**src/include/i2c_init_params.svh**
```systemverilog
`ifndef I2C_INIT_PARAMS_SVH
`define I2C_INIT_PARAMS_SVH

// Entries in the power-up register table
`define I2C_INIT_NUM_CMDS  7

// Codec device address, write bit in bit 0
`define I2C_DEV_ADDR_W     8'h34

// Frame geometry
`define I2C_BITS_PER_BYTE  8
`define I2C_FRAME_SLOTS    27   // 24 data slots plus 3 ack slots

`endif
```
**src/verilog/i2c_init_pkg.sv**
```systemverilog
package i2c_init_pkg;

    // Device byte, 7-bit register address, 9-bit register data
    typedef logic [23:0] cmd_word_t;
    typedef logic [2:0]  cmd_idx_t;    // Table index
    typedef logic [4:0]  slot_cnt_t;   // Bit slot inside one frame

    typedef enum logic [2:0] {
        SEQ_IDLE,
        SEQ_ISSUE,
        SEQ_WAIT,
        SEQ_DONE,
        SEQ_ABORT
    } seq_state_e;

    typedef enum logic [2:0] {
        TX_IDLE,
        TX_START,
        TX_LOW,
        TX_HIGH,
        TX_STOP_LOW,
        TX_STOP_HIGH,
        TX_STOP_REL
    } tx_state_e;

endpackage

```
**src/verilog/i2c_cmd_if.sv**
```systemverilog
`timescale 1ns/1ps

// One register write handed from the sequencer to the frame transmitter
interface i2c_cmd_if;

    logic                    cmd_go;     // Single-cycle request
    i2c_init_pkg::cmd_word_t cmd_word;   // Held while the frame runs
    logic                    cmd_done;   // End of stop condition
    logic                    cmd_nack;   // Valid with cmd_done

    modport seq (
        output cmd_go,
        output cmd_word,
        input  cmd_done,
        input  cmd_nack
    );

    modport tx (
        input  cmd_go,
        input  cmd_word,
        output cmd_done,
        output cmd_nack
    );

endinterface

```
**src/verilog/i2c_codec_init.sv**
```systemverilog
`timescale 1ns/1ps

module i2c_codec_init (
    input  logic i_clk,
    input  logic i_rst_n,
    input  logic i_start,
    input  logic i_sdat_in,
    output logic o_sclk,
    output logic o_sdat,
    output logic o_oen,
    output logic o_finished,
    output logic o_ack_error
);

    i2c_cmd_if cmd_if ();

    logic scl_nxt;
    logic sda_nxt;
    logic oen_nxt;
    logic ack_sample;
    logic ack_bad;

    init_cmd_sequencer u_seq (
        .i_clk       (i_clk),
        .i_rst_n     (i_rst_n),
        .i_start     (i_start),
        .o_finished  (o_finished),
        .o_ack_error (o_ack_error),
        .cmd         (cmd_if.seq)
    );

    i2c_frame_tx u_tx (
        .i_clk        (i_clk),
        .i_rst_n      (i_rst_n),
        .cmd          (cmd_if.tx),
        .o_scl_nxt    (scl_nxt),
        .o_sda_nxt    (sda_nxt),
        .o_oen_nxt    (oen_nxt),
        .o_ack_sample (ack_sample),
        .i_ack_bad    (ack_bad)
    );

    i2c_line_driver u_drv (
        .i_clk        (i_clk),
        .i_rst_n      (i_rst_n),
        .i_scl_nxt    (scl_nxt),
        .i_sda_nxt    (sda_nxt),
        .i_oen_nxt    (oen_nxt),
        .i_ack_sample (ack_sample),
        .i_sda_in     (i_sdat_in),
        .o_sclk       (o_sclk),
        .o_sdat       (o_sdat),
        .o_oen        (o_oen),
        .o_ack_bad    (ack_bad)
    );

endmodule

```
**src/verilog/i2c_line_driver.sv**
```systemverilog
`timescale 1ns/1ps

module i2c_line_driver (
    input  logic i_clk,
    input  logic i_rst_n,
    input  logic i_scl_nxt,
    input  logic i_sda_nxt,
    input  logic i_oen_nxt,
    input  logic i_ack_sample,
    input  logic i_sda_in,
    output logic o_sclk,
    output logic o_sdat,
    output logic o_oen,
    output logic o_ack_bad
);

    logic sda_s1;
    logic sda_s2;
    logic ack_q;

    always_ff @(posedge i_clk or posedge i_rst_n) begin
        if (i_rst_n) begin
            o_sclk <= 1'b1;   // Bus idles high
            o_sdat <= 1'b1;
            o_oen  <= 1'b1;
            sda_s1 <= 1'b1;
            sda_s2 <= 1'b1;
            ack_q  <= 1'b0;
        end else begin
            o_sclk <= i_scl_nxt;
            o_sdat <= i_sda_nxt;
            o_oen  <= i_oen_nxt;
            sda_s1 <= i_sda_in;   // Two-flop synchronizer
            sda_s2 <= sda_s1;
            ack_q  <= i_ack_sample;
        end
    end

    // Synchronized SDA still high in the released slot means no ack
    assign o_ack_bad = ack_q & sda_s2;

    // Released slot spans one SCL low and one SCL high phase, then SDA is driven again
    a_oen_slot: assert property (@(posedge i_clk) disable iff (i_rst_n)
        $fell(o_oen) |-> !o_sclk ##1 (o_sclk && !o_oen) ##1 (o_oen && !o_sclk))
        else $error("SDA released outside an ack slot");

endmodule

```
**src/verilog/i2c_frame_tx.sv**
```systemverilog
`timescale 1ns/1ps
`include "i2c_init_params.svh"

module i2c_frame_tx (
    input  logic  i_clk,
    input  logic  i_rst_n,
    i2c_cmd_if.tx cmd,
    output logic  o_scl_nxt,
    output logic  o_sda_nxt,
    output logic  o_oen_nxt,
    output logic  o_ack_sample,
    input  logic  i_ack_bad
);

    localparam i2c_init_pkg::slot_cnt_t LAST_SLOT =
        i2c_init_pkg::slot_cnt_t'(`I2C_FRAME_SLOTS - 1);
    localparam logic [3:0] ACK_BIT = 4'(`I2C_BITS_PER_BYTE);

    i2c_init_pkg::tx_state_e  state_q;
    i2c_init_pkg::slot_cnt_t  slot_q;
    logic [3:0]               bit_q;      // Position in byte, ACK_BIT marks the ack slot
    i2c_init_pkg::cmd_word_t  shift_q;
    logic                     nack_q;
    logic                     ack_sample_q;
    logic                     ack_slot;

    assign ack_slot = (bit_q == ACK_BIT);

    always_ff @(posedge i_clk or posedge i_rst_n) begin
        if (i_rst_n) begin
            state_q      <= i2c_init_pkg::TX_IDLE;
            slot_q       <= '0;
            bit_q        <= '0;
            nack_q       <= 1'b0;
            ack_sample_q <= 1'b0;
        end else begin
            // Lines up with the pin-level SCL high of the ack slot
            ack_sample_q <= (state_q == i2c_init_pkg::TX_HIGH) && ack_slot;
            if (i_ack_bad) begin
                nack_q <= 1'b1;
            end
            case (state_q)
                i2c_init_pkg::TX_IDLE: begin
                    if (cmd.cmd_go) begin
                        state_q <= i2c_init_pkg::TX_START;
                        slot_q  <= '0;
                        bit_q   <= '0;
                        nack_q  <= 1'b0;
                    end
                end
                i2c_init_pkg::TX_START: state_q <= i2c_init_pkg::TX_LOW;
                i2c_init_pkg::TX_LOW:   state_q <= i2c_init_pkg::TX_HIGH;
                i2c_init_pkg::TX_HIGH: begin
                    slot_q <= slot_q + 1'b1;
                    if (ack_slot) begin
                        bit_q <= '0;
                    end else begin
                        bit_q <= bit_q + 1'b1;
                    end
                    if (slot_q == LAST_SLOT) begin
                        state_q <= i2c_init_pkg::TX_STOP_LOW;
                    end else begin
                        state_q <= i2c_init_pkg::TX_LOW;
                    end
                end
                i2c_init_pkg::TX_STOP_LOW:  state_q <= i2c_init_pkg::TX_STOP_HIGH;
                i2c_init_pkg::TX_STOP_HIGH: state_q <= i2c_init_pkg::TX_STOP_REL;
                i2c_init_pkg::TX_STOP_REL:  state_q <= i2c_init_pkg::TX_IDLE;
                default:                    state_q <= i2c_init_pkg::TX_IDLE;
            endcase
        end
    end

    // Data shifts on the way from SCL high back to low, MSB first
    always_ff @(posedge i_clk) begin
        if (state_q == i2c_init_pkg::TX_IDLE && cmd.cmd_go) begin
            shift_q <= cmd.cmd_word;
        end else if (state_q == i2c_init_pkg::TX_HIGH && !ack_slot) begin
            shift_q <= {shift_q[22:0], 1'b0};
        end
    end

    always_comb begin
        o_scl_nxt = 1'b1;   // Idle bus
        o_sda_nxt = 1'b1;
        o_oen_nxt = 1'b1;
        case (state_q)
            i2c_init_pkg::TX_START: o_sda_nxt = 1'b0;
            i2c_init_pkg::TX_LOW,
            i2c_init_pkg::TX_HIGH: begin
                o_scl_nxt = (state_q == i2c_init_pkg::TX_HIGH);
                o_sda_nxt = ack_slot ? 1'b1 : shift_q[23];
                o_oen_nxt = ~ack_slot;   // Released for the codec's ack
            end
            i2c_init_pkg::TX_STOP_LOW: begin
                o_scl_nxt = 1'b0;
                o_sda_nxt = 1'b0;
            end
            i2c_init_pkg::TX_STOP_HIGH: o_sda_nxt = 1'b0;
            default: ;
        endcase
    end

    assign cmd.cmd_done = (state_q == i2c_init_pkg::TX_STOP_REL);
    assign cmd.cmd_nack = nack_q;
    assign o_ack_sample = ack_sample_q;

    // Only start and stop may move SDA while SCL stays high
    a_sda_stable: assert property (@(posedge i_clk) disable iff (i_rst_n)
        ($past(o_scl_nxt) && o_scl_nxt &&
         !(state_q inside {i2c_init_pkg::TX_START, i2c_init_pkg::TX_STOP_REL}))
        |-> $stable(o_sda_nxt))
        else $error("SDA changed while SCL high");

endmodule

```
**src/verilog/init_cmd_sequencer.sv**
```systemverilog
`timescale 1ns/1ps
`include "i2c_init_params.svh"

module init_cmd_sequencer (
    input  logic   i_clk,
    input  logic   i_rst_n,
    input  logic   i_start,
    output logic   o_finished,
    output logic   o_ack_error,
    i2c_cmd_if.seq cmd
);

    // Codec power-up writes in the order they go out on the bus
    localparam i2c_init_pkg::cmd_word_t INIT_TABLE [`I2C_INIT_NUM_CMDS] = '{
        {`I2C_DEV_ADDR_W, 7'h0f, 9'h000},   // Reset
        {`I2C_DEV_ADDR_W, 7'h04, 9'h015},   // Analogue path
        {`I2C_DEV_ADDR_W, 7'h05, 9'h000},   // Digital path
        {`I2C_DEV_ADDR_W, 7'h06, 9'h000},   // Power down
        {`I2C_DEV_ADDR_W, 7'h07, 9'h042},   // Interface format
        {`I2C_DEV_ADDR_W, 7'h08, 9'h019},   // Sampling
        {`I2C_DEV_ADDR_W, 7'h09, 9'h001}    // Active
    };

    localparam i2c_init_pkg::cmd_idx_t LAST_IDX =
        i2c_init_pkg::cmd_idx_t'(`I2C_INIT_NUM_CMDS - 1);

    i2c_init_pkg::seq_state_e state_q;
    i2c_init_pkg::seq_state_e state_d;
    i2c_init_pkg::cmd_idx_t   idx_q;
    i2c_init_pkg::cmd_idx_t   idx_d;
    logic                     start_q;
    logic                     start_fall;

    assign start_fall = start_q & ~i_start;

    always_comb begin
        state_d = state_q;
        idx_d   = idx_q;
        case (state_q)
            // A falling edge only counts when no sequence is running
            i2c_init_pkg::SEQ_IDLE,
            i2c_init_pkg::SEQ_DONE,
            i2c_init_pkg::SEQ_ABORT: begin
                if (start_fall) begin
                    idx_d   = '0;
                    state_d = i2c_init_pkg::SEQ_ISSUE;
                end
            end
            i2c_init_pkg::SEQ_ISSUE: state_d = i2c_init_pkg::SEQ_WAIT;
            i2c_init_pkg::SEQ_WAIT: begin
                if (cmd.cmd_done) begin
                    if (cmd.cmd_nack) begin
                        state_d = i2c_init_pkg::SEQ_ABORT;   // Codec did not answer
                    end else if (idx_q == LAST_IDX) begin
                        state_d = i2c_init_pkg::SEQ_DONE;
                    end else begin
                        idx_d   = idx_q + 1'b1;
                        state_d = i2c_init_pkg::SEQ_ISSUE;
                    end
                end
            end
            default: state_d = i2c_init_pkg::SEQ_IDLE;
        endcase
    end

    always_ff @(posedge i_clk or posedge i_rst_n) begin
        if (i_rst_n) begin
            state_q <= i2c_init_pkg::SEQ_IDLE;
            idx_q   <= '0;
            start_q <= 1'b0;
        end else begin
            state_q <= state_d;
            idx_q   <= idx_d;
            start_q <= i_start;
        end
    end

    assign cmd.cmd_go   = (state_q == i2c_init_pkg::SEQ_ISSUE);
    assign cmd.cmd_word = INIT_TABLE[idx_q];

    // Flags are sticky until the next start edge
    assign o_finished  = (state_q == i2c_init_pkg::SEQ_DONE);
    assign o_ack_error = (state_q == i2c_init_pkg::SEQ_ABORT);

    // The transmitter only ends a frame that was requested and is still awaited
    a_done_in_wait: assert property (@(posedge i_clk) disable iff (i_rst_n)
        cmd.cmd_done |-> (state_q == i2c_init_pkg::SEQ_WAIT))
        else $error("cmd_done without a pending request");

endmodule

```
**config.mk**
```make
export PLATFORM = sky130hd
export DESIGN_NAME = i2c_codec_init
export DESIGN_NICKNAME = d
export VERILOG_FILES = /design/src/verilog/i2c_init_pkg.sv /design/src/verilog/i2c_cmd_if.sv /design/src/verilog/i2c_codec_init.sv /design/src/verilog/i2c_line_driver.sv /design/src/verilog/i2c_frame_tx.sv /design/src/verilog/init_cmd_sequencer.sv
export VERILOG_INCLUDE_DIRS = /design/src /design/src/include
export SDC_FILE = /design/constraint.sdc
export NUM_CORES = 1
export LEC_CHECK = 0
export ABC_AREA = 1
export BUFFER_PORTS_ARGS = -buffer_cell sky130_fd_sc_hd__buf_2
export CORE_UTILIZATION = 50
export CTS_CLUSTER_SIZE = 10
export DETAILED_ROUTE_END_ITERATION = 7
export PLACE_DENSITY_LB_ADDON = 0.2
export SETUP_SLACK_MARGIN = 0.2
export SYNTH_ARGS = -nofsm -noshare
export SYNTH_HDL_FRONTEND = slang
export SYNTH_SLANG_ARGS = --single-unit
```
**constraint.sdc**
```tcl
create_clock -name i_clk -period 2.9 [get_ports i_clk]
set_input_delay 0.29 -clock i_clk [delete_from_list [all_inputs] [get_ports i_clk]]
set_output_delay 0.29 -clock i_clk [all_outputs]
set_load 0.02 [all_outputs]
```
== Yosys cells after proc, flatten, opt, wreduce, memory -nomap -nowiden ==
Memory sizes are Yosys's and may differ from the RTL's.
Cells that the tools add are included.
W data, S select, Z words.

* Register bits: 51
* Latch bits: 0
* Memory bits (writable): 0
* Memory bits (read-only): 192
* Output and inout port bits: 5
* Logic and storage cells: 87
* Memories: 1

{| class="wikitable"
|+ Memory list
! memory !! depth !! width !! read ports !! clocked after Yosys merged registers in !! write ports !! line !! source
|-
| (no name shown) || 8 || 24 || 1 || 0 || 0 || init_cmd_sequencer.sv:79 || <nowiki>assign cmd.cmd_word = INIT_TABLE[idx_q];</nowiki>
|}

* Add/subtract/negate cells: 3
* Multipliers: 0
* Div/mod/pow operators: 0
* Order comparisons: 1
* Equal/unequal tests: 18
* Shift-type cells: 0
* Mux-type cells: 29
* Bitwise gates (word level): 5
* Reductions and logical operators: 15

{| class="wikitable"
|+ Operators with widths
! operator !! number
|-
| $mux W24 || 4
|-
| $mux W3 || 9
|-
| $pmux W3 S6 || 1
|-
| $eq A3 B3 Y1 const B || 5
|-
| $eq A3 B2 Y1 const B || 4
|-
| $pmux W5 S2 || 1
|-
| $pmux W3 S3 || 1
|-
| $mux W4 || 2
|-
| $pmux W4 S2 || 1
|-
| $eq A3 B1 Y1 const B || 2
|-
| $logic_not A3 Y1 || 2
|-
| $ne A2 B2 Y1 const B || 3
|-
| $pmux W3 S2 || 1
|-
| $reduce_bool A2 Y1 || 3
|-
| $reduce_or A3 Y1 || 2
|-
| $add A5 B1 Y5 const B || 1
|-
| $eq A5 B5 Y1 const B || 1
|-
| $mux W1 || 5
|-
| $mux W5 || 1
|-
| $reduce_and A5 Y1 || 1
|-
| $add A4 B1 Y4 const B || 1
|-
| $eq A4 B4 Y1 const B || 1
|-
| $ge A4 B4 Y1 const B || 1
|-
| $ne A2 B1 Y1 const B || 2
|-
| other kinds (10) || 16
|}

== Depth between registers and ports, before layout ==
* Depth in word-level cells: 5
* Depth in mapped cells: 9
* Mapped depth without buffers: 9

== By module ==
A second synthesis with hierarchy kept.

* Cell total of the unflattened synthesis: 314
* Area, all modules: 2808.9 um^2

{| class="wikitable"
|+ By module, submodules not included
! module !! instances !! cells each !! area each (um^2) !! sequential area each (um^2)
|-
| i2c_frame_tx || 1 || 201 || 1918.1 || 1071.0
|-
| init_cmd_sequencer || 1 || 104 || 723.2 || 175.2
|-
| i2c_line_driver || 1 || 9 || 167.7 || 156.4
|}

== Worst setup path after synthesis ==
Ideal clock, no wire load.

* Path type: register to register
* Start point: reg u_tx.state_q[2]
* End point: reg u_tx.shift_q[0] (enable)
* Setup time: 0.381 ns
* Arrival: 1.486 ns
* Required time: 2.519 ns
* Slack: 1.033 ns
* Stages on the path, launching flop included: 7
* Buffers on the path: 1
* Period minus slack after synthesis: 1.867 ns
* Cell sequence: dfrtp_1 > inv_2 > nand3_2 > nor2_4 > inv_2 > buf_6 > nand2_1

* Longest elaborated chain between the ends: 3
* Elaborated cells between the ends (all ways): 5
* Classes of those cells: eq/ne: 1; reduce/logical: 4

{| class="wikitable"
|+ RTL lines
! what !! line !! source
|-
| start: declaration || i2c_frame_tx.sv:19 || <nowiki>i2c_init_pkg::tx_state_e state_q;</nowiki>
|-
| start signal: assignment || i2c_frame_tx.sv:31 || <nowiki>state_q <= i2c_init_pkg::TX_IDLE;</nowiki>
|-
| start signal: assignment || i2c_frame_tx.sv:45 || <nowiki>state_q <= i2c_init_pkg::TX_START;</nowiki>
|-
| start signal: assignment || i2c_frame_tx.sv:51 || <nowiki>i2c_init_pkg::TX_START: state_q <= i2c_init_pkg::TX_LOW;</nowiki>
|-
| $eq A3 B2 Y1 or $logic_not A3 Y1 (tied branches) || i2c_frame_tx.sv:78, i2c_frame_tx.sv:76 ||
|-
| $logic_and A1 B1 Y1 (on tied branches) || i2c_frame_tx.sv:78, i2c_frame_tx.sv:76 ||
|-
| $reduce_bool A2 Y1 (no source line) (*) || -- ||
|-
| end signal: assignment || i2c_frame_tx.sv:77 || <nowiki>shift_q <= cmd.cmd_word;</nowiki>
|-
| end signal: assignment || i2c_frame_tx.sv:79 || <nowiki>shift_q <= {shift_q[22:0], 1'b0};</nowiki>
|-
| end: declaration || i2c_frame_tx.sv:22 || <nowiki>i2c_init_pkg::cmd_word_t shift_q;</nowiki>
|}

Every way passes the cells marked *; elsewhere a longest branch is shown, timed or not.
A chain may end at the register's enable or synchronous reset.

== Worst setup path in the final report ==
* Start point: reg u_tx.state_q[2]
* End point: reg u_tx.shift_q[4] (enable)

The elaborated chain is that of the path after synthesis.

==> results by group <==
Logic synthesis
  – Mapped Cells: 233
  – Yosys cell types: 26
  – Yosys warning count: 0
  – Syn Area/Cell: between 10 and 15 sq um
  – Seq/Total Area, Yosys: 0.591
  – Share of the synthesized area in the top cell type: 0.304
  – Synthesized area: approximately 2400 sq um
  – #FFs+latches synth: between 50 and 60
  – Leading area contributor after synthesis: edfxtp_1
  – Synth Net Count: about 250
  – Synth top area cells: edfxtp_1 30%, dfrtp_1 23%, nand2_1 7.4%, dfstp_2 5.5%, ha_1 4.7%

Setup path
  – CP Capture Type: register
  – Worst Path Max Fanout: 24
  – CP startpoint: u_tx.state_q[2]
  – Worst r2r src: u_tx.state_q[2]
  – CP startpoint kind: register
  – Critical path arrival: around 1.6 ns
  – WP data required: 2.89 ns
  – Critical path class: reg -> reg

Routing
  – Starting DRC count in detailed routing: slightly below 90
  – Vias: between 1,000 and 1,500
  – Antenna Violating Nets Remaining: 0
  – Post-detailed-routing wire length: roughly 3500 um
  – First-pass DRT Iterations: 4
  – Routed len/inst: ~12 um
  – Via density: 4.86
  – DRC viols: 0

Floorplan
  – Die width: 70.9 um
  – I/O Pins: 9
  – Core Region: ~4400 sq um
  – Die height: between 70 and 80 um
  – # rows: 24
  – Starting Density: 0.534
  – Total die area: just over 5000 sq um

Power and ir drop
  – Psw: about 0.00099 W
  – Pleak: about 1.2 nW
  – Combinational Power Share: 0.332
  – Max VDD drop: around 0.51 mV
  – Sequential Power Share: 0.488
  – Switching share of power: 0.359
  – PwrDens: between 1000 and 1500 nW/um^2
  – Clk pwr share: 0.179
  – Internal: between 0.0015 and 0.002 W

Clocking
  – CTS max path bufs: 2
  – CTS tree: yes
  – TritonCTS Buffers: 5
  – Post-CTS sizing: 0
  – Clk sinks: 51
  – H-tree Lvls: 2
  – Post-cts hold buffer count: 0
  – Clk Latency, worst-skew pair: ~0.30 ns
  – Setup repair bufs after CTS: 0
  – Worst-path clk slew: 0.09 ns
  – Root Buffer Master: clkbuf_8

Placement
  – Setup slack at placement: between 1 and 1.5 ns
  – Dpl hpwl: about 2400 um
  – Post-place instance area: roughly 2500 sq um
  – RePlAce Congestion: between 0.7 and 0.8
  – Port bufs: 8

Finish
  – Ratio of cells with drive above 1 in the final layout: 0.211
  – Synth-to-Final Area Change: 8.17%
  – Finished Cell Area: around 2600 sq um
  – Fin nets: between 200 and 300
  – Diodes inserted: 0

Global route
  – Initial antenna violation count: 0
  – Global route overflow: 0
  – Pin count of the biggest net entering global routing: 28
  – Vias in the first global route: 1,386
  – GRT Overall Usage: 0.159
  – First-pass GRT wire length: just over 6000 um

STA
  – Post-route setup slack: 1.25 ns
  – RSZ-0062 raised after global routing: no
  – Final Hold Viols: 0
  – Fin Setup TNS: 0 ns
  – Worst Clk Skew: 0.00883 ns
  – Worst-Margin Slew: 0.999 ns
  – Tcrit/Tclk final: 0.568
  – Tmin final: approximately 1.6 ns
  – Slew Limit Fails: 0
  – Max_slew headroom: 0.333
  – Setup Viol. Count Final: 0
  – Max Clock Freq: around 0.61 GHz

Hold path
  – Hold Path Class: in -> reg
  – Worst Min Path Start: i_sdat_in

Outcome
  – Status: complete, no violations

Job
  – Max Cap Viol: 0
## path summary, 6_finish.rpt
check | to | slack [ns] | cells after the start
min reg2reg | u_drv.sda_s2 | 0.36 | 0
max reg2reg | u_tx.shift_q[4] | 1.25 | 6
min | u_drv.sda_s1 | 0.07 | 1
max | u_tx.shift_q[4] | 1.25 | 6
max in group asynchronous | u_tx.bit_q[1] | 2.08 | 2
min in group asynchronous | u_seq.state_q[2] | 0.21 | 2
## cell usage in the layout (no fill, tap or decap)
cell type / synthesis / final
nand2_1: 47 / 47
nor2_1: 26 / 26
inv_1: 25 / 25
edfxtp_1: 24 / 24
dfrtp_1: 22 / 22
o21ai_0: 12 / 12
nand3_1: 12 / 12
inv_2: 11 / 11
ha_1: 9 / 9
buf_2: 1 / 8
o21ai_2: 5 / 5
clkbuf_8: 0 / 5
dfstp_2: 5 / 5
nor2_4: 3 / 3
nand3_2: 3 / 3
xnor2_1: 3 / 3
xor2_1: 3 / 3
o21ai_1: 3 / 3
nand2_2: 3 / 3
a21oi_1: 3 / 3
or2_1: 3 / 3
o22ai_2: 2 / 2
nand4_1: 2 / 2
buf_4: 0 / 2
nand2_4: 1 / 1
nor2_2: 1 / 1
o31ai_1: 1 / 1
bufinv_16: 0 / 1
clkinv_4: 0 / 1
clkinv_2: 0 / 1
## state kept, by name, indices dropped and copies added (netlist names)
name and flops:
u_tx.state_q 3, u_seq.idx_q 3, u_seq.start_q 1, u_tx.shift_q 24, u_seq.state_q 3, u_tx.bit_q 4, u_drv.o_sclk 1, u_tx.slot_q 5
u_tx.o_ack_sample 1, u_drv.ack_q 1, u_drv.sda_s1 1, u_drv.o_oen 1, u_drv.sda_s2 1, u_drv.o_sdat 1, u_tx.cmd.cmd_nack 1
## cell usage after synthesis
cell       n
a21oi_1    3
buf_2      1
buf_6      3
dfrtp_1   22
dfstp_2    5
edfxtp_1  24
ha_1       9
inv_1     25
inv_2     11
nand2_1   47
nand2_2    3
nand2_4    1
nand3_1   12
nand3_2    3
nand4_1    2
nor2_1    26
nor2_2     1
nor2_4     3
o21ai_0   12
o21ai_1    3
o21ai_2    5
o22ai_2    2
o31ai_1    1
or2_1      3
xnor2_1    3
xor2_1     3
## metrics by stage
| stage | cells | hold slack [ns] | power (W) | utilization |
|---|---|---|---|---|
| final | 299 | 0.0747 | 0.00275 | 0.578 |
| after global routing | 299 | 0.0609 | 0.00297 | 0.578 |
| after CTS | 299 | 0.0634 | 0.00278 | 0.578 |
| after detailed placement | 291 | 0.340 | 0.00229 | 0.552 |
| after global placement | 291 | 0.337 | 0.00227 | 0.552 |
| after floorplan | 233 | 0.294 | 0.00207 | - |
## kinds of logic (layout without fill, tap and decap cells)
logic type,after synthesis,count (layout),share of synthesized area
buf+inv,40,54,0.0733
compound gates,26,26,0.0701
simple gates,101,101,0.196
fa+ha+maj,9,9,0.0474
xor+xnor,6,6,0.0221
flops,51,51,0.591
## layout make-up
cell class | count | area [sq um]
well taps | 52 | 65.1
flip-flops and latches | 51 | 1400
clock inverters | 3 | 43.8
repair buffers | 10 | 55.1
inverters | 36 | 135
multi-input cells | 142 | 797
clock buffers | 5 | 68.8
fillers | 389 | 1880
## worst max-delay path, cell delays in order, from the launching register on
cell	delay (ns)
dfrtp_1	0.46
nor2_4	0.18
nand2_4	0.09
inv_2	0.09
nand2_1	0.12
nand2_1	0.09
buf_4	0.29
## power by group through the flow
stage / Combinational, W / Sequential (W) / Clock, W
2_1_floorplan: 0.000727 / 0.00134 / 0
3_3_place_gp: 0.000916 / 0.00135 / 0
3_5_place_dp: 0.000928 / 0.00136 / 0
4_1_cts: 0.000932 / 0.00134 / 0.000508
5_1_grt: 0.00106 / 0.00138 / 0.000534
6_report: 0.000915 / 0.00134 / 0.000493
## layer usage
layer	up-vias	wire length [um]	part of all wire	track usage
met1	668	1850	0.53	0.218
met5	-	0	0	0
li1	769	-	-	-
met2	11	1470	0.42	0.238
met4	0	62	0.018	0.0733
met3	5	90	0.026	0.0442
No activity file was read; power rests on OpenSTA's default activity.
